File: src/common/mlaccel_defs.svh
`ifndef MLACCEL_DEFS_SVH
`define MLACCEL_DEFS_SVH

`define MLA_NB          2   // 64-bit coefficient halves per entry
`define MLA_COEFF_SIZE  512
`define MLA_MADDR_W     17  // Byte address field of an instruction
`define MLA_CADDR_W     9
`define MLA_OPCODE_W    6
`define MLA_ADDR_W      16  // Memory word address
`define MLA_DATA_W      64
`define MLA_ACC_W       32
`define MLA_SUM_W       20
`define MLA_MEM_LATENCY 2   // Read data follows mem_ren by this many cycles

`define MLA_OP_LOADCOEFF0 6'd5
`define MLA_OP_LOADCOEFF1 6'd6
`define MLA_OP_SETVBP     6'd8
`define MLA_OP_ADDVBP     6'd9
`define MLA_OP_SETLBP     6'd10
`define MLA_OP_ADDLBP     6'd11
`define MLA_OP_SETSBP     6'd12
`define MLA_OP_ADDSBP     6'd13
`define MLA_OP_SETCBP     6'd14
`define MLA_OP_ADDCBP     6'd15
`define MLA_OP_STORE      6'd16
`define MLA_OP_STORE0     6'd17
`define MLA_OP_STORE1     6'd18
`define MLA_OP_RELU       6'd20
`define MLA_OP_RELU0      6'd21
`define MLA_OP_RELU1      6'd22
`define MLA_OP_LDSET      6'd28
`define MLA_OP_LDSET0     6'd29
`define MLA_OP_LDSET1     6'd30
`define MLA_OP_MACC       6'd40
`define MLA_OP_MACCZ      6'd42

`endif

File: src/common/mlaccel_pkg.sv
`include "mlaccel_defs.svh"

package mlaccel_pkg;

	// Instruction word, opcode in the low bits
	typedef struct packed {
		logic [`MLA_MADDR_W-1:0]  maddr;
		logic [`MLA_CADDR_W-1:0]  caddr;
		logic [`MLA_OPCODE_W-1:0] opcode;
	} insn_t;

	// Token carried from stage to stage
	typedef struct packed {
		logic  valid;
		insn_t insn;
	} stage_t;

	// One requester's view of the shared memory port.
	// Idle requesters drive all zero so the port can merge by OR.
	typedef struct packed {
		logic                     ren;
		logic [`MLA_DATA_W/8-1:0] wen;   // Byte enables
		logic [`MLA_ADDR_W-1:0]   addr;
		logic [`MLA_DATA_W-1:0]   wdata;
	} mem_req_t;

	typedef union packed {
		logic signed [`MLA_DATA_W/8-1:0][7:0] bytes;  // MACC operand lanes
		logic [1:0][`MLA_ACC_W-1:0]           halves; // LdSet words, acc0 low
	} mem_word_u;

endpackage

File: src/hw/store_unit.sv
`timescale 1ns/1ps
`include "mlaccel_defs.svh"

module store_unit (
	input  logic                  clock,
	input  logic                  reset,
	input  mlaccel_pkg::stage_t   s9,
	input  logic [7:0]            sat0,
	input  logic [7:0]            sat1,
	output mlaccel_pkg::mem_req_t wr
);
	logic [`MLA_MADDR_W-1:0] sbp;
	logic [`MLA_MADDR_W-1:0] byte_addr;
	logic [1:0]              lane_en;
	logic                    relu;
	logic [7:0]              byte0;
	logic [7:0]              byte1;
	logic [`MLA_DATA_W-1:0]  pair_word;

	assign byte_addr = s9.insn.maddr + sbp;

	always_comb begin
		lane_en = 2'b00;
		relu = 1'b0;
		if (s9.valid) begin
			case (s9.insn.opcode)
				`MLA_OP_STORE:  lane_en = 2'b11;
				`MLA_OP_STORE0: lane_en = 2'b01; // acc0 only
				`MLA_OP_STORE1: lane_en = 2'b10;
				`MLA_OP_RELU: begin
					lane_en = 2'b11;
					relu = 1'b1;
				end
				`MLA_OP_RELU0: begin
					lane_en = 2'b01;
					relu = 1'b1;
				end
				`MLA_OP_RELU1: begin
					lane_en = 2'b10;
					relu = 1'b1;
				end
				default: ;
			endcase
		end
	end

	assign byte0 = (relu && sat0[7]) ? 8'h00 : sat0;
	assign byte1 = (relu && sat1[7]) ? 8'h00 : sat1;
	assign pair_word = {{(`MLA_DATA_W-16){1'b0}}, byte1, byte0};

	always_ff @(posedge clock) begin
		wr <= '0;
		if (|lane_en) begin
			// Odd byte address moves the pair up one lane
			wr.wen <= {{(`MLA_DATA_W/8-2){1'b0}}, lane_en} << byte_addr[0];
			wr.addr <= byte_addr[`MLA_MADDR_W-1:1];
			wr.wdata <= pair_word << (byte_addr[0] ? 8 : 0);
		end
		if (s9.valid && (s9.insn.opcode == `MLA_OP_SETSBP ||
				s9.insn.opcode == `MLA_OP_ADDSBP)) begin
			sbp <= s9.insn.maddr + (s9.insn.opcode[0] ? sbp : '0);
		end
		if (reset) begin
			wr <= '0;
		end
	end

endmodule

File: config.mk
export PLATFORM = sky130hd
export DESIGN_NAME = store_unit
export DESIGN_NICKNAME = d
export VERILOG_FILES = /design/src/common/mlaccel_pkg.sv /design/src/hw/store_unit.sv
export VERILOG_INCLUDE_DIRS = /design/src /design/src/common
export SDC_FILE = /design/constraint.sdc
export NUM_CORES = 1
export LEC_CHECK = 0
export BUFFER_PORTS_ARGS = -buffer_cell sky130_fd_sc_hd__buf_2
export CORE_MARGIN = 4
export CORE_UTILIZATION = 46
export CTS_CLUSTER_SIZE = 25
export DETAILED_ROUTE_END_ITERATION = 16
export GPL_TIMING_DRIVEN = 0
export PLACE_DENSITY = 0.78
export SLEW_MARGIN = 20
export SYNTH_ARGS = -nofsm -noshare
export SYNTH_HDL_FRONTEND = slang
export SYNTH_SLANG_ARGS = --single-unit
File: constraint.sdc
create_clock -name clock -period 2.5 [get_ports clock]
set_input_delay 0.375 -clock clock [delete_from_list [all_inputs] [get_ports clock]]
set_output_delay 0.375 -clock clock [all_outputs]
set_load 0.01 [all_outputs]
# --- Yosys cells after proc, flatten, opt, wreduce, memory -nomap -nowiden ---
# Index checks and enable logic that the tools add are counted.
op_classes:
  bitwise: 1
  eq_ne: 8
  n_reduce_logical: 10
  muxes: 8
  addsub: 2
  shifts: 2
ops:
  columns: ["cell", "n"]
  rows:
  - ["left shift 16 x 4 -> 64 bit", 1]
  - ["equality test 6 x 5 -> 1 bit, second input constant", 6]
  - ["adder 17 bit", 2]
  - ["2-to-1 mux 17 bit", 1]
  - ["2-to-1 mux 8 bit", 2]
  - ["equality test 6 x 4 -> 1 bit, second input constant", 2]
  - ["OR reduction 2 bit", 5]
  - ["left shift 2 x 1 -> 8 bit", 1]
  - ["one-hot mux 2 bit (3 select lines)", 1]
  - ["2-to-1 mux 4 bit", 1]
  - ["logical AND 1 bit", 3]
  - ["OR reduction 3 bit", 1]
  - ["2-to-1 mux 1 bit", 2]
  - ["2-to-1 mux 2 bit", 1]
  - ["logical OR 1 bit", 1]
  - ["NOT 1 bit", 1]
totals:
  wordCells: 36
  output_inout_bits: 89
  ff_bits: 106
  in_bits: 51

# --- Logic depth before layout (Yosys ltp) ---
# Gate-level depths: netlist of the first run.
logic_depth:
  word_depth: 7
  ltp_mapped: 9
  depth_no_buf: 8

# --- Least setup slack after synthesis of the first run ---
# Ideal clock, no wire load.
synth_path:
  kind: "input port to flip-flop"
  start: "input s9[2] in the netlist's numbering"
  end: "register sbp[0], enable pin"
  n_path_buf: 1
  setup_ns: 0.416
  t_arrival_ns: 2.075
  path_stages: 3
  path_slack_ns: 0.008
  t_required_ns: 2.084
  path_cell_list: "clkbuf_1 nand3_1 nor3b_1"
synth_via:
  elab_chain_len: 3
  word_cells_on_any_way: 4
  classes_between: "eq/ne (2); reduce/logical (2)"
synth_lines:
  columns: ["element", "line_no", "rtl"]
  rows:
  - ["start: declaration", "store_unit.sv:7", "input mlaccel_pkg::stage_t s9,"]
  - ["equality test 6 x 4 -> 1 bit (no line)", null, null]
  - ["logical OR 1 bit (no line) (*)", null, null]
  - ["logical AND 1 bit (*)", "store_unit.sv:59", "if (s9.valid && (s9.insn.opcode == `MLA_OP_SETSBP ||"]
  - ["end signal: assignment", "store_unit.sv:61", "sbp <= s9.insn.maddr + (s9.insn.opcode[0] ? sbp : '0);"]
  - ["end: declaration", "store_unit.sv:12", "logic [`MLA_MADDR_W-1:0] sbp;"]
# Every way passes the cells marked *; elsewhere a longest branch is shown, timed or not.
# A chain may end at the register's enable or synchronous reset.

# --- Worst setup path after layout of the first run ---
layout_path:
  start: "register sbp[0]"
  end: "register sbp[16] (data pin)"
layout_via:
  elab_chain_len: 2
layout_lines:
  columns: ["element", "line_no"]
  rows:
  - ["2-to-1 mux 17 bit", "store_unit.sv:61"]
  - ["adder 17 bit", "store_unit.sv:61"]
# No other way between the ends.

==> flow_results.org, run 1 <==
** Setup path
- STA puts the critical path data arrival time at 2.46 ns.
- Sort of element at the end of the critical path :: flop
- CP Data Required Time :: 2.59 ns
- The endpoint identified for the worst register-to-register timing path is sbp[16].
- The worst setup path is launched from a flop.
- The startpoint identified for the worst register-to-register timing path is sbp[0].
- Number of cells on the worst reg-to-reg path :: 9
- R2r setup slk :: 0.14 ns
- Along the worst path, the maximum fanout reaches 4.
- The worst setup path is of the flop to flop kind.

** Clock network
- Buffers inserted during clock tree synthesis total 9.
- Clock slew at the register clock pins of the worst setup and hold paths :: 0.07 ns
- For the worst-skew pair, the clock arrives at the later sink with an insertion delay of 0.34 ns.
- Post-cts hold buffer count :: 0
- TritonCTS built the clock tree.
- The tree is rooted in a clkbuf_8.
- The H-tree generated during clock tree synthesis spans 3 levels.
- No sink is reached through more buffers than the 2 on the longest clock path.
- Sinks on Clock Net :: 60

** Power
- Pwr dens :: 461 nW/µm²
- VDD sags by at most 251 µV.
- Summed over all cells, the static leakage comes to 2.37 nW.

** STA
- Hold violation count in the final report :: 0
- For the pin with the worst max-slew slack, the measured transition is 0.731 ns.
- Peak Freq :: 423 MHz
- Summed over all failing endpoints, the final setup total negative slack is 0 ns.
- Fraction of the cycle the final worst path needs :: 94.6%
- The clock arrives with 0.00543 ns of skew.
- RSZ-0062 raised after global routing :: false
- Shortest clock period the worst path allows after layout :: 2.36 ns
- Worst slew slack as a fraction of its limit :: 51.0%
- Final setup margin :: 0.135 ns
- Setup violations remaining at the end of the flow were counted as 0.
- Max-slew violation total from the final report :: 0

** Synthesis
- Cell variety after synth :: 58
- Area contributors post-synth :: dfxtp_1 22%, edfxtp_1 13%, ha_1 10%
- Mapped Avg Cell Area :: 9.17 µm²
- Sequential elements use 34.6% of the synthesized area.
- Synthesis Warnings :: 0
- Predominant post-synthesis flop cell :: dfxtp_1
- Share of the synthesized area in the top cell type :: 21.7%
- Post-synth ARST share :: 0%
- Synthesized netlist cell count :: 432
- Number of flops mapped to enable cells by yosys :: 17
- The largest total area in the synthesized netlist belongs to dfxtp_1.
- The mapped netlist covers 3960 µm².
- After synthesis the netlist holds a flip-flop and latch count of 60.

** Status
- The flow ran to the end, and the final reports show no timing, DRC or antenna violations.

** GRT
- The first global-routing pass estimated 15.0 mm of wire.
- The via count of the first global-routing pass is 3349.
- After global routing the overflow that remains totals 0.
- Entering global routing, the biggest net connects 12 pins.
- The number of antenna violations at the first check in global routing was 0.
- Total Routing Usage GR :: 18.5%

** Worst hold path
- Endpoint, Worst Hold :: wr[0]
- Worst min-delay path class :: input pin to flop
- Along the worst hold path, the cell count comes to 2.
- The startpoint identified for the worst hold timing path is sat0[0].

** Detailed routing
- Antenna-violating nets left :: 0
- First drt pass iteration count :: 4
- Violation count after the first detailed-routing iteration :: 117
- Uppermost layer routed :: met4
- Per-cell via count in the routed design :: 5.05
- For this block, the routed nets add up to 9.36 mm of wire.
- In the final routed layout, each cell accounts on average for 13.7 µm.
- Remaining DRCs :: 0
- Met3 Wirelength :: 744 µm
- Met1 layer wirelength in the final routing :: 4.02 mm
- Detailed route wirelength on metal2 :: 4.34 mm
- The detailed router placed 3447 vias in this run.

** Floorplanning
- The floorplan has 33 rows.
- The die covers 10200 µm².
- Overall die width :: 101 µm
- The initial utilization of the core area, before any placement, comes to 47.7%.
- 140 I/O pins were placed.
- From bottom edge to top edge, the die measures 101 µm.
- The core region is 8300 µm².

** Placement
- After detailed placement, the total cell area comes to 4690 µm².
- Routability cong. :: 0.960
- Port-buffer cells :: 83
- At the placement stage, the worst setup path has a slack of -0.585 ns.
- Summed over all nets, the half-perimeter wirelength after detailed placement is 7.48 mm.

** Layout
- Counting the fill cells in the layout gives 744.
- Share of cells above drive strength 1 :: 28.4%
- P&R area growth vs syn :: 23.0%
- Utilization after layout :: 58.7%
- Final design area excluding fillers :: 4870 µm²
- Number of inserted diodes :: 0
- Post-layout net count :: 657

** Job
- Max-cap violations in this run came to 0.
-- cell usage in the layout, fill, tap and decap left out, types with 17 or more instances in the layout --
cell type,netlist,routed
conb_1,1,46
nor2_1,25,25
buf_4,46,48
and2_1,32,32
a21oi_1,26,26
dfxtp_1,43,43
nor3_1,17,17
nand2_1,29,29
buf_2,2,85
edfxtp_1,17,17
ha_1,32,32
-- logic make-up after synthesis --
logic type	after synthesis	share of synthesized area, %
muxes	4	1.01
other	1	0.0947
and+or+nand+nor	129	16.7
xor gates and xnor gates	21	4.64
AOI/OAI and AO/OA	114	20.7
DFF	60	34.6
buffers and inverters	69	11.2
adders and majority gates	34	11.1
-- where the power goes --
group          switching, mW  internal [mW]
clock network          0.377          0.385
logic                  0.260          0.210
registers            0.00225           1.01
-- sequential cells by signal, indices dropped and copies added, names as in the netlist --
name / count
wr: 43
sbp: 17
-- layout make-up --
| cell class | instances | area (µm²) | area share, % |
|---|---|---|---|
| Inverter | 10 | 37.5 | 0.770 |
| Timing Repair Buffer | 85 | 430 | 8.83 |
| Sequential cell | 60 | 1370 | 28.1 |
| Clock inverter | 4 | 22.5 | 0.462 |
| Tap cell | 105 | 131 | 2.70 |
| Clock buffer | 12 | 145 | 2.98 |
| Buffer | 58 | 402 | 8.24 |
| Multi-Input combinational cell | 348 | 2330 | 47.9 |
-- what timing repair did --
action	4_1_cts	5_1_grt
gates resized for setup	3	4
setup endpoints to repair	7	7
setup buffers	1	0
pin swaps	2	1
hold endpoints to repair	0	0
-- cell usage after synthesis (7+ instances only) --
cell / number
ha_1: 32
clkbuf_1: 10
buf_4: 46
a21o_1: 11
a22oi_1: 7
xnor2_1: 8
a21oi_1: 26
edfxtp_1: 17
nor2_1: 25
nand2_1: 29
o21ai_0: 16
nor3_1: 17
xor2_1: 13
and2_1: 32
inv_1: 10
a211oi_1: 9
dfxtp_1: 43
o21a_1: 8
-- metal layers --
layer,vias to the layer above,global-route usage (%)
met5,-,0
met2,147,31.8
met4,0,9.64
met1,1538,21.8
met3,21,3.46
li1,1741,-
-- through the flow --
stage / hold slack (ns) / power [mW] / std cells
floorplan: 0.452 / 1.39 / 477
global placement: 0.598 / 1.48 / 665
global route: 0.256 / 2.36 / 682
detailed placement: 0.601 / 1.49 / 666
finish: 0.259 / 2.25 / 682
CTS: 0.251 / 2.25 / 682
-- critical path, stage by stage (launching register included) --
cell and delay [ns]:
edfxtp_1 0.38, and2_1 0.17, ha_1 0.23, fa_2 0.39, a211oi_2 0.24, o21ai_2 0.12, o211ai_1 0.18, buf_4 0.15
a31oi_1 0.11, xnor2_1 0.15
-- how the worst max path moves through the flow --
stage,slack (ns),start,to,cells after the start
floorplan,0.008,s9[2],sbp[0],3
global placement,-0.79,s9[2],sbp[16],3
detailed placement,-0.58,s9[0],sbp[16],10
CTS,0.003,sbp[0],sbp[16],9
global route,0.008,sbp[1],sbp[15],7
finish,0.14,sbp[0],sbp[16],9
Power figures use the tool's default switching activity.
==> inputs of run 2 (changes only) <==
--- a/config.mk
+++ b/config.mk
@@ -6,8 +6,8 @@
 export SDC_FILE = /design/constraint.sdc
 export NUM_CORES = 1
 export LEC_CHECK = 0
-export BUFFER_PORTS_ARGS = -buffer_cell sky130_fd_sc_hd__buf_2
-export CORE_MARGIN = 4
+export BUFFER_PORTS_ARGS = -buffer_cell sky130_fd_sc_hd__clkbuf_2
+export CORE_MARGIN = 2
 export CORE_UTILIZATION = 46
 export CTS_CLUSTER_SIZE = 25
 export DETAILED_ROUTE_END_ITERATION = 16
==> flow_results.org, run 2 (synthesis gave the netlist of run 1 again) <==
** Status
- The flow ran to the end, and the final reports show no timing, DRC or antenna violations.

** Floorplanning
- Num rows :: 33
- The die covers 9370 µm².
- For this configuration, the core starts out at a cell density of 47.7%.
- Die Y :: 96.8 µm
- I/O pin cnt :: 140
- Overall die width :: 96.8 µm
- Core area :: 8300 µm²

** Clock network
- CTS buffer count :: 9
- In this run the number of H-tree levels came out at 3.
- Sinks on Clock Net :: 60
- The clock reaches the later pin of the worst-skew pair after 0.35 ns.
- Clock tree root buffer cell :: clkbuf_8
- After clock tree synthesis, the clock-pin slew on the worst setup and hold paths is 0.07 ns.
- Post-cts hold buffer count :: 0
- TritonCTS built the clock tree.
- No sink is reached through more buffers than the 2 on the longest clock path.

** STA
- Worst-Margin Slew :: 0.738 ns
- Measured against its own limit, the worst slew margin works out to 50.6%.
- The max-slew violation count came to 0.
- Setup clock skew after layout :: 0.0108 ns
- Static timing analysis puts the maximum clock frequency at 422 MHz.
- Setup repair after global routing left no endpoint under its margin.
- The worst path uses 94.9% of the clock period.
- The number of endpoints with negative hold slack in the final report is 0.
- Shortest clock period the worst path allows after layout :: 2.37 ns
- Setup violations remaining at the end of the flow were counted as 0.

** Setup path
- The signal on the critical path passes through and2_1 -> ha_2 -> fa_2 -> a211oi_2 -> o21ai_2 -> o211ai_1 -> buf_4 -> a31oi_1 -> xnor2_1.
- Kind of launch point of the worst setup path :: flop
- On the worst path, the slowest cell contributes a delay of 0.39 ns.
- CP Data Required Time :: 2.60 ns
- The cell family contributing the most delay on the critical path is compound AO/OA/AOI/OAI gates.
- The critical path is of the flop to flop type.
- Critical path peak fanout :: 4
- Arrival time at the worst endpoint :: 2.47 ns
- The worst setup path is captured at a flop.
- Among all stages on the critical path, the largest delay is contributed by edfxtp_1.
- The number of buffers and inverters on the critical path is 1.

** GRT
- The number of antenna violations at the first check in global routing was 0.
- Across every metal layer, demand over resource in global routing totals 19.8%.
- GR met1 Demand/Resource :: 23.5%
- Entering global routing, the biggest net connects 12 pins.
- For this run the aggregate overflow at the end of global routing stands at 0.
- Top Usage Layer GRT :: met2
- The via count of the first global-routing pass is 3343.
- Global-route met3 utilization :: 3.97%
- Global routing consumed, on the met2 layer, 34.3% of the routing resources.
- The first global-routing pass estimated 15.3 mm of wire.

** Power
- Pwr dens :: 479 nW/µm²
- Overall power consumption :: 2.35 mW
- Peak supply drop :: 187 µV
- Leakage Power :: 2.35 nW

** Layout
- Across the whole layout, storage elements account for 1370 µm².
- Post-layout net count :: 658
- The post-route netlist has 28.9% of its cells at a drive strength greater than 1.
- Once layout is done, the placed cells without fillers occupy 4910 µm².
- P&R area growth vs syn :: 24.0%
- wr holds more flip-flops than any other register.
- Biggest regs :: wr: 43 flops, sbp: 17 flops
- Leading cell type in the layout, fill and taps excluded :: clkbuf_2
- Multi-input gate area :: 2340 µm²
- Flip-flop count of the largest register, all copies and words added :: 43
- At the end of the flow the core is filled with cells to 59.2%.
- Most used cells in the layout excluding fill and tap cells :: 83 x clkbuf_2, 49 x buf_4, 46 x conb_1
- After filler insertion, the fill cell instance count of the layout stands at 746.
- Number of inserted diodes :: 0

** Detailed routing
- Final Routed Wirelength :: 9.37 mm
- Dividing the detail-routed via count by the number of cells gives 5.14.
- The pre-antenna-repair detailed-routing pass consisted of 4 iterations.
- Antenna-violating nets left :: 0
- After detailed routing, the number of remaining DRC violations is 0.
- Average wire per cell in the routed design :: 13.7 µm
- Violation count after the first detailed-routing iteration :: 92
- The final route contains 3509 vias.

** Placement
- At the end of routability-driven placement, the weighted congestion stood at 0.871.
- HPWL Detailed :: 7.40 mm
- In this run the cell area measured after placement is 4690 µm².
- The count of buffers added on input and output ports is 83.

** Job
- Maxcap violations :: 0

** Worst hold path
- Worst min-delay path class :: input pin to flop
run 2: worst paths after layout:
kind / startpoint / to / slack, ns / cells past startpoint
worst min-delay path: sat1[4] / wr[20] / 0.24 / 2
worst min register to register: sbp[1] / wr[64] / 0.70 / 2
worst max-delay path: sbp[0] / sbp[16] / 0.13 / 9
worst max register to register: sbp[0] / sbp[16] / 0.13 / 9
run 2: area by class of cell:
| cell class | instances | share of cell area (%) |
|---|---|---|
| well taps | 105 | 2.68 |
| repair buffers | 86 | 8.92 |
| flip-flops and latches | 60 | 27.9 |
| plain buffers | 58 | 8.15 |
| multi-input cells | 348 | 47.7 |
| clock buffers | 10 | 2.60 |
| inverters | 10 | 0.764 |
| clock inverters | 6 | 1.30 |
run 2: power breakdown:
group	total, mW	internal (mW)	switching [mW]	leakage, nW
Clock	0.861	0.460	0.400	0.101
Sequential	1.02	1.01	0.00241	0.500
Combinational	0.473	0.211	0.262	1.75
run 2: through the flow:
stage | hold slack [ns] | cells | setup TNS [ns] | worst slack [ns]
6_report | 0.243 | 683 | 0 | 0.128
4_1_cts | 0.229 | 682 | 0 | 0.0338
3_5_place_dp | 0.596 | 666 | -4.01 | -0.534
3_3_place_gp | 0.600 | 665 | -17.55 | -0.820
2_1_floorplan | 0.452 | 477 | 0 | 0.00835
5_1_grt | 0.242 | 683 | 0 | 0.00669
run 2: metal layers:
| layer | up-vias | share of wire [%] |
|---|---|---|
| li1 | 1744 | - |
| met1 | 1604 | 44 |
| met2 | 139 | 48 |
| met3 | 22 | 6.0 |
| met4 | 0 | 2.7 |
| met5 | - | 0 |
run 2: repair_timing:
action | CTS | global route
buffers inserted | 1 | 1
gates resized for setup | 3 | 5
pin swaps | 2 | 2
setup endpoints to repair | 6 | 7
gates cloned | 0 | 0
==> inputs of run 3 (changes only) <==
--- a/config.mk
+++ b/config.mk
@@ -12,6 +12,7 @@
 export CTS_CLUSTER_SIZE = 25
 export DETAILED_ROUTE_END_ITERATION = 16
 export GPL_TIMING_DRIVEN = 0
+export MAX_ROUTING_LAYER = met4
 export PLACE_DENSITY = 0.78
 export SLEW_MARGIN = 20
 export SYNTH_ARGS = -nofsm -noshare
==> constraint.sdc (replaced) <==
create_clock -name clock -period 2.5 [get_ports clock]
set_input_delay 0.375 -clock clock [delete_from_list [all_inputs] [get_ports clock]]
set_output_delay 0.375 -clock clock [all_outputs]
set_load 0.1 [all_outputs]
==> flow_results.org, run 3 (synthesis gave the netlist of run 1 again) <==
** Layout
- In the final design database the tool counted 658 nets.
- Number of inserted diodes :: 0
- Excluding fillers, the count of instances in the completed layout stands at 683.
- Share of cells above drive strength 1 :: 28.9%
- The filler cells instantiated in the layout total 746.
- More flip-flops sit in one register than any other, and that register is wr.
- Flip-flop and latch area :: 1370 µm²
- From synthesis to final layout, the design area changed by 24.0%.
- Summing all multi-input logic gate instances after layout gives 2340 µm².
- Once layout is complete, the utilization of the core stands at 59.2%.
- The register with the most flip-flops in the layout has 43 of them.
- Biggest regs :: wr: 43 flops, sbp: 17 flops
- In the layout the commonest cells are 83 x clkbuf_2, 49 x buf_4, 46 x conb_1.
- Leading cell type in the layout, fill and taps excluded :: clkbuf_2

** Setup path
- Data on the critical path is required at its endpoint by 2.60 ns.
- The most critical setup path has its startpoint at sbp[0].
- Sort of element at the end of the critical path :: flop
- Critical path peak fanout :: 4
- The critical path in this run is classified as flop to flop.
- The startpoint identified for the worst register-to-register timing path is sbp[0].
- Data on the critical path arrives at its endpoint at 2.47 ns.
- Kind of launch point of the worst setup path :: flop

** Power
- Combinational logic is responsible for 29.3% of the overall power.
- Peak supply drop :: 276 µV
- Part of the total power dissipated in sequential elements :: 38.3%
- For this design the total switching power over the nets is 0.965 mW.
- Pwr dens :: 540 nW/µm²
- Net switching fraction of the power :: 36.4%
- The clock network burns 32.4% of the power.
- For this design the static power due to leakage is 2.35 nW.
- The internal portion of the total power is 1.69 mW.

** GRT
- Grt ovf :: 0
- The number of antenna violations at the first check in global routing was 0.
- The via count of the first global-routing pass came to 3350.
- Wire length of the first global-routing pass :: 15.3 mm
- Entering global routing, the biggest net connects 12 pins.
- Total Routing Usage GR :: 20.4%

** Detailed routing
- Per-cell via count in the routed design :: 5.13
- Final Routed Wirelength :: 9.36 mm
- After the first detailed-routing iteration, the DRC count stood at 88.
- Remaining DRCs :: 0
- Antenna-violating nets left :: 0
- The first detailed-routing pass ran for 4 iterations.
- Average wire per cell in the routed design :: 13.7 µm
- Summing over every cut layer, the via total after detailed routing is 3507.

** STA
- For the pin with the worst max-slew slack, the measured transition is 0.737 ns.
- Headroom to the max-slew limit came out at 50.7%.
- The clock arrives with 0.0106 ns of skew.
- The worst path meets setup with 0.126 ns of slack.
- The final critical path takes up 95.0% of the cycle.
- The tightest hold path in the finished design has a slack of 0.245 ns.
- The max-slew violation count came to 0.
- Setup violations remaining at the end of the flow were counted as 0.
- Hold violation count in the final report :: 0
- Shortest clock period the worst path allows after layout :: 2.37 ns
- RSZ-0062 raised after global routing :: false
- Derived from the worst setup path, the maximum achievable clock frequency is 421 MHz.
- For the final routed database, the setup TNS stands at 0 ns.

** Clock network
- CTS buffer count :: 9
- The H-tree was split into 3 levels.
- CTS tree :: done
- Sinks on Clock Net :: 60
- The clock reaches the later pin of the worst-skew pair after 0.35 ns.
- Post-cts hold buffer count :: 0
- Clock slew at the register clock pins of the worst setup and hold paths :: 0.07 ns
- The longest clock path from root to sink contains 2 buffers.
- The tree is rooted in a clkbuf_8.

** Worst hold path
- Worst Min Path Start :: sat1[4]
- Worst min-delay path class :: input pin to flop

** Floorplanning
- Initial core utilization :: 47.7%
- The floorplan step set the die width to 96.8 µm.
- I/O pin cnt :: 140
- After floorplanning, the core was sized to cover 8300 µm².
- Num rows :: 33
- Die Y :: 96.8 µm
- The floorplan step defined a die boundary enclosing 9370 µm².

** Placement
- Number of placed instances with taps included :: 666
- Routability cong. :: 0.886
- Pre-CTS setup slack :: -0.534 ns
- HPWL Detailed :: 7.40 mm
- Port-buffer cells :: 83

** Status
- The run finished with clean final reports.

** Job
- Maxcap violations :: 0
-- run 3: cell counts in the layout (fill, tap and decap cells not counted) --
Identical to the previous run, type by type.
-- run 3: worst paths after layout --
path | cells past startpoint | to | slack [ns]
setup / recovery | 9 | sbp[16] | 0.13
hold / removal | 2 | wr[20] | 0.25
setup reg to reg | 9 | sbp[16] | 0.13
hold reg to reg | 2 | wr[64] | 0.70
-- run 3: critical path: stages (launching register included) --
cell,delay (ns)
edfxtp_1,0.39
and2_1,0.17
ha_2,0.20
fa_2,0.39
a211oi_2,0.25
o21ai_2,0.12
o211ai_1,0.20
buf_4,0.15
a31oi_1,0.10
xnor2_1,0.15
-- run 3: timing repair --
action	4_1_cts	5_1_grt
setup buffers	1	1
resized for setup	3	5
pin swaps	2	2
endpoints found under the setup margin	6	7
-- run 3: stage by stage --
step                      area [µm²]  total power, mW
after floorplan                 4130             1.69
after global placement          4680             1.79
after detailed placement        4690             1.80
after CTS                       4890             2.65
after global routing            4910             2.75
final                           4910             2.65
-- run 3: power groups by stage --
stage                     combinational [mW]  clock, mW  sequential [mW]
after floorplan                        0.617          0             1.07
after global placement                 0.749          0             1.04
after detailed placement               0.761          0             1.04
after CTS                              0.767      0.866             1.02
after global routing                   0.826      0.910             1.02
final                                  0.778      0.859             1.02
-- run 3: per-layer routing --
layer  part of all wire (%)  track usage [%]
met1                     43             23.6
met2                     48             34.3
met3                    6.5             4.12
met4                    1.8             8.88
met5                      0                -
-- run 3: cell type report --
class                      instances  area share [%]
multi-input combinational        348            47.7
sequential                        60            27.9
timing repair buffer              86            8.92
buffer                            58            8.15
tap                              105            2.68
clock buffer                      10            2.60
clock inverter                     6            1.30
inverter                          10           0.764
