<file path="config.mk">
export PLATFORM = sky130hd
export DESIGN_NAME = accum_unit
export DESIGN_NICKNAME = d
export VERILOG_FILES = /design/src/common/mlaccel_pkg.sv /design/src/datapath/accum_unit.sv
export VERILOG_INCLUDE_DIRS = /design/src /design/src/common
export SDC_FILE = /design/constraint.sdc
export NUM_CORES = 1
export LEC_CHECK = 0
export BUFFER_PORTS_ARGS = -buffer_cell sky130_fd_sc_hd__buf_4
export CAP_MARGIN = 10
export CORE_MARGIN = 3
export CORE_UTILIZATION = 30
export DETAILED_ROUTE_END_ITERATION = 8
export SYNTH_ARGS = -nofsm -noshare
export SYNTH_HDL_FRONTEND = slang
export SYNTH_SLANG_ARGS = --single-unit
export TNS_END_PERCENT = 20
</file>
<file path="constraint.sdc">
create_clock -name clock -period 7.6 [get_ports clock]
set_input_delay 0.76 -clock clock [delete_from_list [all_inputs] [get_ports clock]]
set_output_delay 0.76 -clock clock [all_outputs]
set_load 0.05 [all_outputs]
</file>
<file path="src/common/mlaccel_defs.svh">
`ifndef MLACCEL_DEFS_SVH
`define MLACCEL_DEFS_SVH

`define MLA_NB          2   // 64-bit coefficient halves per entry
`define MLA_COEFF_SIZE  512
`define MLA_MADDR_W     17  // Byte address field of an instruction
`define MLA_CADDR_W     9
`define MLA_OPCODE_W    6
`define MLA_ADDR_W      16  // Memory word address
`define MLA_DATA_W      64
`define MLA_ACC_W       32
`define MLA_SUM_W       20
`define MLA_MEM_LATENCY 2   // Read data follows mem_ren by this many cycles

`define MLA_OP_LOADCOEFF0 6'd5
`define MLA_OP_LOADCOEFF1 6'd6
`define MLA_OP_SETVBP     6'd8
`define MLA_OP_ADDVBP     6'd9
`define MLA_OP_SETLBP     6'd10
`define MLA_OP_ADDLBP     6'd11
`define MLA_OP_SETSBP     6'd12
`define MLA_OP_ADDSBP     6'd13
`define MLA_OP_SETCBP     6'd14
`define MLA_OP_ADDCBP     6'd15
`define MLA_OP_STORE      6'd16
`define MLA_OP_STORE0     6'd17
`define MLA_OP_STORE1     6'd18
`define MLA_OP_RELU       6'd20
`define MLA_OP_RELU0      6'd21
`define MLA_OP_RELU1      6'd22
`define MLA_OP_LDSET      6'd28
`define MLA_OP_LDSET0     6'd29
`define MLA_OP_LDSET1     6'd30
`define MLA_OP_MACC       6'd40
`define MLA_OP_MACCZ      6'd42

`endif

</file>
<file path="src/common/mlaccel_pkg.sv">
`include "mlaccel_defs.svh"

package mlaccel_pkg;

	// Instruction word, opcode in the low bits
	typedef struct packed {
		logic [`MLA_MADDR_W-1:0]  maddr;
		logic [`MLA_CADDR_W-1:0]  caddr;
		logic [`MLA_OPCODE_W-1:0] opcode;
	} insn_t;

	// Token carried from stage to stage
	typedef struct packed {
		logic  valid;
		insn_t insn;
	} stage_t;

	// One requester's view of the shared memory port.
	// Idle requesters drive all zero so the port can merge by OR.
	typedef struct packed {
		logic                     ren;
		logic [`MLA_DATA_W/8-1:0] wen;   // Byte enables
		logic [`MLA_ADDR_W-1:0]   addr;
		logic [`MLA_DATA_W-1:0]   wdata;
	} mem_req_t;

	typedef union packed {
		logic signed [`MLA_DATA_W/8-1:0][7:0] bytes;  // MACC operand lanes
		logic [1:0][`MLA_ACC_W-1:0]           halves; // LdSet words, acc0 low
	} mem_word_u;

endpackage

</file>
<file path="src/datapath/accum_unit.sv">
`timescale 1ns/1ps
`include "mlaccel_defs.svh"

module accum_unit (
	input  logic                         clock,
	input  logic                         reset,
	input  mlaccel_pkg::stage_t          s5,
	input  logic signed [`MLA_SUM_W-1:0] sum0,
	input  logic signed [`MLA_SUM_W-1:0] sum1,
	input  mlaccel_pkg::mem_word_u       mem_rdata,
	output mlaccel_pkg::mem_req_t        rd1,
	output mlaccel_pkg::stage_t          s9,
	output logic [7:0]                   sat0,
	output logic [7:0]                   sat1
);
	localparam int EXT_W = `MLA_ACC_W - `MLA_SUM_W;

	mlaccel_pkg::stage_t s6;
	mlaccel_pkg::stage_t s7;
	mlaccel_pkg::stage_t s8;
	logic [`MLA_MADDR_W-1:0]      lbp;
	logic [`MLA_MADDR_W-1:0]      load_addr;
	logic signed [`MLA_ACC_W-1:0] acc0;
	logic signed [`MLA_ACC_W-1:0] acc1;
	logic signed [`MLA_ACC_W-1:0] sum0_ext;
	logic signed [`MLA_ACC_W-1:0] sum1_ext;
	logic signed [`MLA_ACC_W-1:0] shift0;
	logic signed [`MLA_ACC_W-1:0] shift1;

	function automatic logic [7:0] saturate(input logic signed [`MLA_ACC_W-1:0] v);
		if (&v[`MLA_ACC_W-1:7] == |v[`MLA_ACC_W-1:7]) begin
			return v[7:0];
		end
		return v[`MLA_ACC_W-1] ? 8'h80 : 8'h7f; // Clamp to -128 or 127
	endfunction

	assign load_addr = s5.insn.maddr + lbp;
	assign sum0_ext = {{EXT_W{sum0[`MLA_SUM_W-1]}}, sum0};
	assign sum1_ext = {{EXT_W{sum1[`MLA_SUM_W-1]}}, sum1};

	always_ff @(posedge clock) begin
		s6 <= s5;
		s7 <= s6;
		s8 <= s7;
		s9 <= s8;
		if (reset) begin
			s6.valid <= 1'b0;
			s7.valid <= 1'b0;
			s8.valid <= 1'b0;
			s9.valid <= 1'b0;
		end
	end

	always_ff @(posedge clock) begin
		rd1 <= '0;
		if (s5.valid) begin
			case (s5.insn.opcode)
				`MLA_OP_SETLBP, `MLA_OP_ADDLBP: begin
					lbp <= s5.insn.maddr + (s5.insn.opcode[0] ? lbp : '0);
				end
				`MLA_OP_LDSET, `MLA_OP_LDSET0, `MLA_OP_LDSET1: begin
					rd1.ren <= 1'b1;
					rd1.addr <= load_addr[`MLA_MADDR_W-1:1];
				end
				default: ;
			endcase
		end
		if (reset) begin
			rd1 <= '0;
		end
	end

	// Stage 8, both the adder sums and read-1 data land here
	always_ff @(posedge clock) begin
		if (s8.valid) begin
			case (s8.insn.opcode)
				`MLA_OP_MACC: begin
					acc0 <= acc0 + sum0_ext;
					acc1 <= acc1 + sum1_ext;
				end
				`MLA_OP_MACCZ: begin
					acc0 <= sum0_ext;
					acc1 <= sum1_ext;
				end
				`MLA_OP_LDSET: begin
					acc0 <= mem_rdata.halves[0];
					acc1 <= mem_rdata.halves[1];
				end
				`MLA_OP_LDSET0: acc0 <= mem_rdata.halves[0];
				`MLA_OP_LDSET1: acc1 <= mem_rdata.halves[1];
				default: ;
			endcase
		end
	end

	assign shift0 = acc0 >>> s8.insn.caddr; // caddr doubles as shift count
	assign shift1 = acc1 >>> s8.insn.caddr;

	always_ff @(posedge clock) begin
		sat0 <= saturate(shift0);
		sat1 <= saturate(shift1);
	end

endmodule

</file>
## After elaboration in Yosys (flattened, before gate mapping)

Index checks and enable logic that the tools add are counted.

| word-level totals | value |
|---|---|
| register bits after elaboration | 318 |
| input bits | 139 |

| operators by class | value |
|---|---|
| $add $sub $neg | 4 |
| equality and inequality tests | 12 |
| shifts and indexed selects | 2 |
| muxes and demuxes | 12 |
| bitwise logic cells | 2 |
| reduce and logical (&&, ||, !) cells | 15 |

Operators by type and width:

| cell | count |
|---|---|
| $pmux W32 S3 | 2 |
| $add A32 B20 Y32 | 2 |
| $sshr A32 B9 Y32 | 2 |
| $reduce_and A25 Y1 | 2 |
| $reduce_or A25 Y1 | 2 |
| $mux W8 | 6 |
| $eq A6 B5 Y1 const B | 6 |
| $add A17 B17 Y17 | 2 |
| $mux W17 | 1 |
| $eq A6 B4 Y1 const B | 2 |
| $eq A6 B6 Y1 const B | 2 |
| $reduce_or A2 Y1 | 4 |
| $reduce_and A2 Y1 | 3 |
| $reduce_bool A3 Y1 | 2 |
| $reduce_or A3 Y1 | 2 |
| $mux W1 | 3 |
| $eq A1 B1 Y1 | 2 |
| $not A1 Y1 | 2 |

## Longest topological paths before layout

Gate-level depths: netlist of the first run.

| logic depth | value |
|---|---|
| depth after elaboration | 5 |
| mapped depth | 15 |
| mapped depth without buffers | 15 |

## Worst setup path after synthesis of the first run

Ideal clock, no wire load.

| timing path | value |
|---|---|
| path type | input port to flip-flop |
| start | in sum0[11] |
| end | reg acc0[31], data pin |
| data arrival time | 3400 ps |
| data required time | 7405 ps |
| setup slack | 4005 ps |
| stages | 11 |
| path through | ha_1 > a21o_1 > a21o_1 > o41a_1 > and4b_1 > o21ai_0 > a211oi_1 > o21ai_0 > a21oi_1 > mux2_2 > o311ai_0 |

| between the ends | value |
|---|---|
| cells in the longest elaborated chain, start to end | 2 |

Ends and longest elaborated chain:

| item | line | source |
|---|---|---|
| from (decl) | accum_unit.sv:8 | `` input logic signed [`MLA_SUM_W-1:0] sum0, `` |
| $add A32 B20 Y32 | accum_unit.sv:78 | `acc0 <= acc0 + sum0_ext;` |
| $pmux W32 S3 | accum_unit.sv:76 | `case (s8.insn.opcode)` |
| to (signal assigned) | accum_unit.sv:78 |  |
| to (signal assigned) | accum_unit.sv:82 | `acc0 <= sum0_ext;` |
| to (signal assigned) | accum_unit.sv:86 | `acc0 <= mem_rdata.halves[0];` |
| to (decl) | accum_unit.sv:23 | `` logic signed [`MLA_ACC_W-1:0] acc0; `` |

Every way passes these cells.
A chain may end at the register's enable or synchronous reset.

## Worst setup path in the final report of the first run

| timing path | value |
|---|---|
| start | reg s8[9] (netlist name) |
| end | reg sat1[5] |

| between the ends | value |
|---|---|
| cells in the longest elaborated chain, start to end | 5 |
| elaborated cells on any way between the ends | 8 |

Ends and longest elaborated chain:

| item | line | source |
|---|---|---|
| from (decl) | accum_unit.sv:20 | `mlaccel_pkg::stage_t s8;` |
| $sshr A32 B9 Y32 (*) | accum_unit.sv:97 | `assign shift1 = acc1 >>> s8.insn.caddr;` |
| $reduce_and A25 Y1 / $reduce_or A25 Y1 (equally long branches) | accum_unit.sv:31 | `` if (&v[`MLA_ACC_W-1:7] == \|v[`MLA_ACC_W-1:7]) begin `` |
| $eq A1 B1 Y1 | accum_unit.sv:31 |  |
| $mux W1 | accum_unit.sv:31 |  |
| $mux W8 (*) | accum_unit.sv:34 | `` return v[`MLA_ACC_W-1] ? 8'h80 : 8'h7f; `` |
| to (signal assigned) | accum_unit.sv:101 | `sat1 <= saturate(shift1);` |
| to (decl) | accum_unit.sv:14 | `output logic [7:0] sat1` |

Every way passes the cells marked *; elsewhere a longest branch is shown, timed or not. The select of a mux whose other input is x is not followed.

==> summary.md, run 1 <==
| Metric | Value |
|---|---|
| Outcome | completed |
| Adder-cell share of the synthesized area | 7.67% |
| WL final | 53,100 um |
| DIE AREA | 56,900 um2 |
| Reg2reg path depth | 12 |
| Yosys top cell area share | 20.4% |
| Slowest cell on the critical path | clkinv_1 |
| DRT iter0 DRCs | 1,248 |
| Initial Utilization | 30.6% |
| Final min period | 4530 ps |
| Largest family of logic cells by synthesized area | compound AO/OA/AOI/OAI gates |
| Total grt overflow | 0 |
| Top FF cell, synth | dfxtp_1 |
| Post-CTS Setup Inserts | 0 |
| Flop-to-flop setup slack | 3070 ps |
| Fillers | 5,440 |
| Top Ports | 277 |
| Worst slew pin tran | 1160 ps |
| Area contributors post-synth | dfxtp_1, edfxtp_1, ha_1, o21ai_0, a21oi_1 |
| Site row count | 84 |
| WL/cell | 19.9 um |
| Diodes inserted | 0 |
| CTS Buf Count | 30 |
| Dpl cells | 2,614 |
| Mapped cell area | 16,200 um2 |
| Final Non-Filler Cells | 2,669 |
| Worst Skew | 36.5 ps |
| Worst path required time | 8100 ps |
| Largest net degree at the start of global routing | 65 |
| Max Root-Sink Buffers | 3 |
| CTS Hold Bufs | 0 |
| Commonest cells after routing, fill and taps aside | buf_4, dfxtp_1, o21ai_0 |
| VDD IR max | 0.186 mV |
| P_sw | 1050 uW |
| Setup violators final | 0 |
| Mean area per synthesized cell | 9.02 um2 |
| Vias per std cell | 5.44 |
| Skew-Pair Late Insertion Delay | 610 ps |
| Seq pwr share | 40.3% |
| CTS root buffer | clkbuf_16 |
| Num Clock Sinks | 246 |
| DRC | 0 |
| Max-slew headroom at the worst pin | 22.6% |
| Clk pwr share | 41.6% |
| Chip Height | 239 um |
| DR pass1 iterations | 6 |
| Final Net Count | 2,194 |
| Hold endpoint | s6[5]$_DFF_P_ |
| Detailed placer's ending HPWL | 40,200 um |
| CP arrival | 5040 ps |
| Post-cts sizing count | 0 |
| Final hold vios | 0 |
| Share of the yosys chip area belonging to registers | 35.4% |
| Setup TNS Final | 0 ps |
| Worst setup SP type | register |
| Number of flops mapped to enable cells by yosys | 81 |
| Pwr per Cell Area | 186 nW/um2 |
| Lkg Pwr | 0.00793 uW |
| Area occupied by multi-input gates | 9700 um2 |
| Die W | 239 um |
| WHS Path Cells | 1 |
| CTS tree | built |
| Vias in the first global route | 14,100 |
| RD Place Congestion | 0.904 |
| Post-synthesis async set-or-reset flop share | 0% |
| ANT nets after route | 0 |
| Post-synth cell types | 89 |
| Post-synthesis simple-gate area fraction | 14.2% |
| Internal Pwr Total | 2510 uW |
| Crit Path Category | register to register |
| Area grow syn2layout | 18.2% |
| Max_cap viols | 0 |
| Slew Limit Fails | 0 |
| Comb pwr share | 18.1% |
| RSZ-0062 raised after global routing | false |
| R2R Path Start | s8[9]$_DFF_P_ |
| Setup crit end kind | register |
| Clk slew on worst S/H paths | 60 ps |
| Fmax | 221 MHz |
| Mapped Cells | 1,797 |
| First-pass GRT wire length | 81,200 um |
| Worst min-delay path startpoint | s5[5] |
| Worst-path fanout max | 46 |
| Core area | 53,000 um2 |
| Total area of sequential cells | 5740 um2 |
| # port buffers | 204 |
| Post-Synth XOR/XNOR Area | 4.27% |
| Worst path max stage delay | 680 ps |
| Initial antenna violation count | 5 |
| GRT Total Usage | 17.8% |
| Yosys warns | 0 |
| R2r endpoint | sat1[5]$_DFF_P_ |
| Share of cells above drive strength 1 | 18.1% |
| Compound-Gate Fraction of Synth Area | 25.4% |
| Most common cell after layout, fill and taps aside | buf_4 |
| Mux contribution to synthesized area | 6.43% |
| Hold Path Class | input port to register |
| Yosys reg bits | 246 |
| Leading area contributor after synthesis | dfxtp_1 |
| Vias after detailed routing | 14,500 |
| H-Tree Depth | 1 |
| Period utilisation layout | 59.7% |
| Cells along the critical path | buf_4 -> clkinv_1 -> nand2_1 -> nor2_1 -> a221oi_2 -> o211ai_1 -> or3_1 -> or4_1 -> nand4bb_4 -> a21boi_4 -> or3_1 -> o21ai_1 |
| CP dominant cell by count | or3_1 |
| Sw frac | 29.5% |
## state kept, by name, summed over array words and instances, names as in the netlist
register	count
s6	33
s7	33
s8	33
s9	33
acc0	32
acc1	32
lbp	17
rd1	17
sat0	8
sat1	8
## worst max path at each step
stage                               endpoint          start
final                        sat1[5]$_DFF_P_  s8[9]$_DFF_P_
after global routing         sat1[5]$_DFF_P_  s8[9]$_DFF_P_
after CTS                    sat1[5]$_DFF_P_  s8[7]$_DFF_P_
after detailed placement     sat1[5]$_DFF_P_  s8[9]$_DFF_P_
after global placement       sat1[5]$_DFF_P_  s8[7]$_DFF_P_
after floorplan           acc0[31]$_DFFE_PP_       sum0[11]
## cell type report
type                            instances  area share (%)
Clock buffer                           37            4.37
Clock inverter                         18            1.05
Inverter                               38           0.744
Multi-Input combinational cell       1417            50.6
Sequential cell                       246            29.9
Tap cell                              688            4.49
Timing Repair Buffer                  225            8.81
## layer usage
| metal | global-route usage (%) | vias up | share of wire [%] |
|---|---|---|---|
| met5 | 0 | - | 0.092 |
| met4 | 5.08 | 10 | 2.9 |
| met3 | 5.43 | 106 | 8.5 |
| met2 | 28.7 | 553 | 45 |
| met1 | 23.2 | 6916 | 43 |
| li1 | - | 6924 | - |
## per-stage QoR
| step | cell area [um2] | total power, uW | setup slack, ps | utilization [%] | hold slack, ps |
|---|---|---|---|---|---|
| 2_1_floorplan | 16500 | 1930 | 4000 | - | 310 |
| 3_3_place_gp | 18100 | 2090 | 3210 | 34.2 | 310 |
| 3_5_place_dp | 18100 | 2100 | 3160 | 34.2 | 312 |
| 4_1_cts | 19200 | 3600 | 3130 | 36.2 | 246 |
| 5_1_grt | 19200 | 3710 | 2770 | 36.2 | 248 |
| 6_report | 19200 | 3560 | 3070 | 36.2 | 280 |
## power by group through the flow
stage          Sequential, uW  Clock (uW)  Combinational [uW]
6_report                 1430        1480                 643
5_1_grt                  1440        1580                 698
4_1_cts                  1430        1530                 638
3_5_place_dp             1460           0                 635
3_3_place_gp             1460           0                 629
2_1_floorplan            1480           0                 451
## worst max-delay path, delay by kind of cell, from the launching register on
kind            cells  cell delay [ps]
compound gates      4              760
buf+inv             2             1130
flops               1              310
simple gates        6             2220
## cells in the mapped netlist (all sizes together) (9+ instances only)
cell type and n:
a211oi 37, a21o 45, a21oi 134, a221oi 26, a22oi 47, a31oi 21, and2 26, and3 20
buf 108, clkbuf 59, dfxtp 165, edfxtp 81, ha 93, inv 36, mux2 33, mux2i 49
nand2 140, nand2b 19, nand3 34, nand4 10, nor2 107, nor2b 22, nor3 33, nor4 14
o2111ai 9, o211ai 13, o21a 21, o21ai 149, o21bai 9, o2bb2ai 14, o31ai 9, or3 10
xnor2 41, xor2 38
## cell families after synthesis
logic type	count (synthesis)
AOI/OAI and AO/OA	615
other	1
xor gates and xnor gates	79
muxes	90
and+or+nand+nor	464
adders and majority gates	97
buffers and inverters	205
DFF	246
Note: power is estimated with default switching activity, not from simulation.
==> inputs of run 2 (changes only) <==
==> constraint.sdc (replaced) <==
create_clock -name clock -period 4.1 [get_ports clock]
set_input_delay 0.41 -clock clock [delete_from_list [all_inputs] [get_ports clock]]
set_output_delay 0.41 -clock clock [all_outputs]
set_load 0.05 [all_outputs]
==> summary.md, run 2 (synthesis results as in run 1) <==
| Metric | Value |
|---|---|
| Setup violators final | 0 |
| Vias per std cell | 5.36 |
| Crit path max-delay family | simple AND/OR/NAND/NOR gates |
| Core area | 53,000 um2 |
| Slowest cell on the critical path | or3_1 |
| Crit Path Category | register to register |
| Cells along the critical path | or3_1 -> a221oi_1 -> o2bb2ai_1 -> a221o_1 -> a211o_1 -> o21bai_1 -> or4_1 -> nand4bb_4 -> a21boi_4 -> or3_1 -> o21ai_1 |
| Vias in the first global route | 14,600 |
| Diodes inserted | 0 |
| Worst path required time | 4610 ps |
| Worst-path fanout max | 19 |
| Post-cts sizing count | 0 |
| DRC | 0 |
| Area grow syn2layout | 21.9% |
| Total grt overflow | 0 |
| Num Clock Sinks | 246 |
| DR top layer | met5 |
| Dpl cell area | 18,400 um2 |
| CP arrival | 4400 ps |
| CTS Buf Count | 29 |
| Fmax | 257 MHz |
| ANT nets after route | 0 |
| Met3 wire length | 4380 um |
| Clk slew on worst S/H paths | 70 ps |
| Share of cells above drive strength 1 | 19.3% |
| GRT Total Usage | 18.6% |
| VDD IR max | 0.403 mV |
| Most common cell after layout, fill and taps aside | buf_4 |
| Max-slew headroom at the worst pin | 19.7% |
| Hold Path Class | input port to register |
| RD Place Congestion | 0.939 |
| Fillers | 5,464 |
| Top Ports | 277 |
| Final min period | 3890 ps |
| Largest net degree at the start of global routing | 44 |
| Chip Height | 239 um |
| Buf/Inv on CP | 0 |
| CTS root buffer | clkbuf_16 |
| Post-CTS Setup Inserts | 0 |
| Post-route cell area | 19,800 um2 |
| Final Net Count | 2,264 |
| DR pass1 iterations | 6 |
| DIE AREA | 56,900 um2 |
| Met1 Routed Length | 23,700 um |
| Vias after detailed routing | 14,700 |
| Max_cap viols | 0 |
| Site row count | 84 |
| Worst path max stage delay | 720 ps |
| Slew Limit Fails | 0 |
| Initial antenna violation count | 3 |
| Pwr per Cell Area | 335 nW/um2 |
| Skew-Pair Late Insertion Delay | 590 ps |
| First-pass GRT wire length | 83,800 um |
| Commonest cells after routing, fill and taps aside | buf_4, dfxtp_1, o21ai_0 |
| WL final | 54,900 um |
| Worst slew pin tran | 1200 ps |
| H-Tree Depth | 1 |
| Initial Utilization | 30.6% |
| Setup TNS Final | 0 ps |
| Period utilisation layout | 94.8% |
| DRT iter0 DRCs | 1,120 |
| CP dominant cell by count | or3_1 |
| Detailed placer's ending HPWL | 42,000 um |
| CTS tree | built |
| Worst Skew | 36.5 ps |
| Die W | 239 um |
| Final hold vios | 0 |
| Setup crit end kind | register |
| Outcome | completed |
| WL/cell | 20.1 um |
| # port buffers | 204 |
| Lkg Pwr | 0.00825 uW |
| Worst setup SP type | register |
| Met2 wire len | 25,100 um |
| RSZ-0062 raised after global routing | false |
| Max Root-Sink Buffers | 3 |
run 2: layout make-up:
cell class	count	area, um2	area share [%]
Clock buffer	37	828	4.19
Tap cell	688	861	4.35
Clock inverter	17	185	0.937
Inverter	38	143	0.722
Multi-Input combinational cell	1417	9700	49.1
Sequential cell	246	5740	29.0
Timing Repair Buffer	296	2310	11.7
run 2: power breakdown:
part,switching [uW],total [uW],leakage (uW),internal [uW]
sequential,39.4,2650,0.00211,2610
combinational,783,1260,0.00564,474
clock,1130,2710,0.000501,1580
total,1950,6620,0.00825,4670
run 2: worst paths after layout:
check,from,endpoint,cells past startpoint,slack [ps]
setup reg to reg,s8[13]$_DFF_P_,sat1[5]$_DFF_P_,11,210
setup / recovery,s8[13]$_DFF_P_,sat1[5]$_DFF_P_,11,210
hold reg to reg,s7[4]$_DFF_P_,s8[4]$_DFF_P_,0,320
hold / removal,reset,s7[32]$_SDFF_PP0_,2,40
run 2: routing by layer:
metal	GRT usage (%)	vias to the layer above
met1	23.8	6987
li1	-	7067
met3	4.78	116
met2	30.5	517
met5	0	-
met4	6.14	6
run 2: timing repair:
action,in CTS,in global routing
hold endpoints to repair,31,0
setup endpoints to repair,0,0
hold buffers,31,0
run 2: per-stage QoR:
| step | power, uW | setup slack [ps] | instances | util (%) | hold slack [ps] |
|---|---|---|---|---|---|
| 6_report | 6620 | 215 | 2739 | 37.3 | 40.3 |
| 4_1_cts | 6700 | 264 | 2739 | 37.3 | 0.186 |
| 3_5_place_dp | 3920 | 300 | 2654 | 34.8 | 312 |
| 2_1_floorplan | 3590 | 759 | 1868 | - | 310 |
| 3_3_place_gp | 3910 | 330 | 2654 | 34.8 | 311 |
| 5_1_grt | 6920 | 8.14 | 2739 | 37.3 | 6.43 |
==> inputs of run 3 (changes only) <==
--- a/config.mk
+++ b/config.mk
@@ -11,6 +11,7 @@
 export CORE_MARGIN = 3
 export CORE_UTILIZATION = 30
 export DETAILED_ROUTE_END_ITERATION = 8
+export MAX_ROUTING_LAYER = met4
 export SYNTH_ARGS = -nofsm -noshare
 export SYNTH_HDL_FRONTEND = slang
 export SYNTH_SLANG_ARGS = --single-unit
==> summary.md, run 3 (synthesis results as in run 1) <==
| Metric | Value |
|---|---|
| Worst path required time | 4540 ps |
| Clk slew on worst S/H paths | 60 ps |
| Detailed placer's ending HPWL | 42,600 um |
| RSZ-0062 raised after global routing | false |
| Site row count | 84 |
| Total grt overflow | 0 |
| VDD IR max | 0.311 mV |
| ANT nets after route | 0 |
| H-Tree Depth | 2 |
| DRT iter0 DRCs | 1,192 |
| Post-route setup slack | 215 ps |
| Skew-Pair Late Insertion Delay | 580 ps |
| Initial antenna violation count | 6 |
| Crit path max-delay family | simple AND/OR/NAND/NOR gates |
| # port buffers | 204 |
| Vias in the first global route | 14,700 |
| Outcome | completed |
| Worst path max stage delay | 630 ps |
| Final min period | 3890 ps |
| Chip Height | 239 um |
| Vias per std cell | 5.37 |
| CTS root buffer | clkbuf_16 |
| Area grow syn2layout | 23.2% |
| CTS tree | built |
| Max_cap viols | 0 |
| Hold endpoint | s9[32]$_SDFF_PP0_ |
| DRC | 0 |
| Final Net Count | 2,271 |
| Worst slew pin tran | 1150 ps |
| Reg2reg path depth | 12 |
| First-pass GRT wire length | 85,100 um |
| Commonest cells after routing, fill and taps aside | buf_4, dfxtp_1, o21ai_0 |
| Pwr per Cell Area | 352 nW/um2 |
| CP dominant cell by count | buf_4 |
| DR pass1 iterations | 5 |
| CTS Buf Count | 34 |
| Max-slew headroom at the worst pin | 23.0% |
| WHS Path Cells | 2 |
| Vias after detailed routing | 14,800 |
| Die W | 239 um |
| Worst min-delay path startpoint | reset |
| Dpl cells | 2,656 |
| GRT Total Usage | 19.7% |
| Cells along the critical path | or4_4 -> nor2_1 -> a221oi_1 -> buf_4 -> mux2_2 -> o21ai_0 -> nor2_1 -> nor4_1 -> buf_4 -> a21boi_4 -> buf_4 -> a211oi_1 |
| Buf/Inv on CP | 3 |
| R2R Path Start | s8[13]$_DFF_P_ |
| Setup crit end kind | register |
| CP arrival | 4330 ps |
| Lkg Pwr | 0.00835 uW |
| Period utilisation layout | 94.8% |
| Slowest cell on the critical path | or4_4 |
| Setup violators final | 0 |
| Largest net degree at the start of global routing | 39 |
| Fmax | 257 MHz |
| WL final | 55,700 um |
| Crit Path Category | register to register |
| Hold Path Class | input port to register |
| Pre-CTS WS | 303 ps |
| Post-layout util | 37.7% |
| DIE AREA | 56,900 um2 |
| Slew Limit Fails | 0 |
| Worst Skew | 35.1 ps |
| Final hold vios | 0 |
| Worst-path fanout max | 8 |
| Flop-to-flop setup slack | 210 ps |
| Most common cell after layout, fill and taps aside | buf_4 |
| RD Place Congestion | 1.00 |
| Initial Utilization | 30.6% |
| Total design power | 7030 uW |
| Worst path depth | 12 |
| Max Root-Sink Buffers | 3 |
| Final Non-Filler Cells | 2,755 |
| Share of cells above drive strength 1 | 19.7% |
| Top Ports | 277 |
| R2r endpoint | sat1[4]$_DFF_P_ |
| Worst setup SP type | register |
| Setup TNS Final | 0 ps |
| Num Clock Sinks | 246 |
| Core area | 53,000 um2 |
| WL/cell | 20.2 um |
-- run 3: how the worst max path moves through the flow --
| stage | start | to | slack (ps) |
|---|---|---|---|
| finish | s8[13]$_DFF_P_ | sat1[4]$_DFF_P_ | 210 |
| global route | s8[13]$_DFF_P_ | sat1[4]$_DFF_P_ | 20 |
| CTS | s8[6]$_DFF_P_ | sat1[4]$_DFF_P_ | 240 |
| detailed placement | s8[6]$_DFF_P_ | sat1[4]$_DFF_P_ | 300 |
| global placement | s8[6]$_DFF_P_ | sat1[5]$_DFF_P_ | 380 |
| floorplan | s8[7]$_DFF_P_ | sat1[5]$_DFF_P_ | 760 |
-- run 3: timing repair --
| action | in CTS | in global routing |
|---|---|---|
| endpoints found under the hold margin | 31 | 0 |
| endpoints found under the setup margin | 0 | 4 |
| setup buffers | 0 | 0 |
| resized for setup | 0 | 1 |
| hold buffers | 31 | 0 |
-- run 3: power breakdown --
group | switching [uW] | leakage, uW | internal, uW
Combinational | 778 | 0.00564 | 473
Clock | 1270 | 0.000596 | 1860
Sequential | 43.5 | 0.00211 | 2610
Total | 2090 | 0.00835 | 4940
-- run 3: per-stage QoR --
step                      hold WS [ps]  instance area [um2]
after detailed placement           312                18400
final                             50.7                20000
after CTS                         25.5                20000
after global routing              27.1                20000
after floorplan                    310                16500
after global placement             310                18400
-- run 3: metal layers --
layer | GRT usage, % | vias up | share of wire [%]
li1 | - | 7084 | -
met1 | 24.0 | 6995 | 42
met2 | 30.3 | 591 | 45
met3 | 6.70 | 116 | 9.6
met4 | 7.18 | 0 | 3.6
met5 | - | - | 0
-- run 3: area by class of cell --
type,count,area [um2]
fillers,5454,33000
multi-input cells,1417,9700
flip-flops and latches,246,5740
repair buffers,298,2310
clock buffers,46,1020
well taps,688,861
clock inverters,16,181
inverters,38,143
diodes,6,15.0
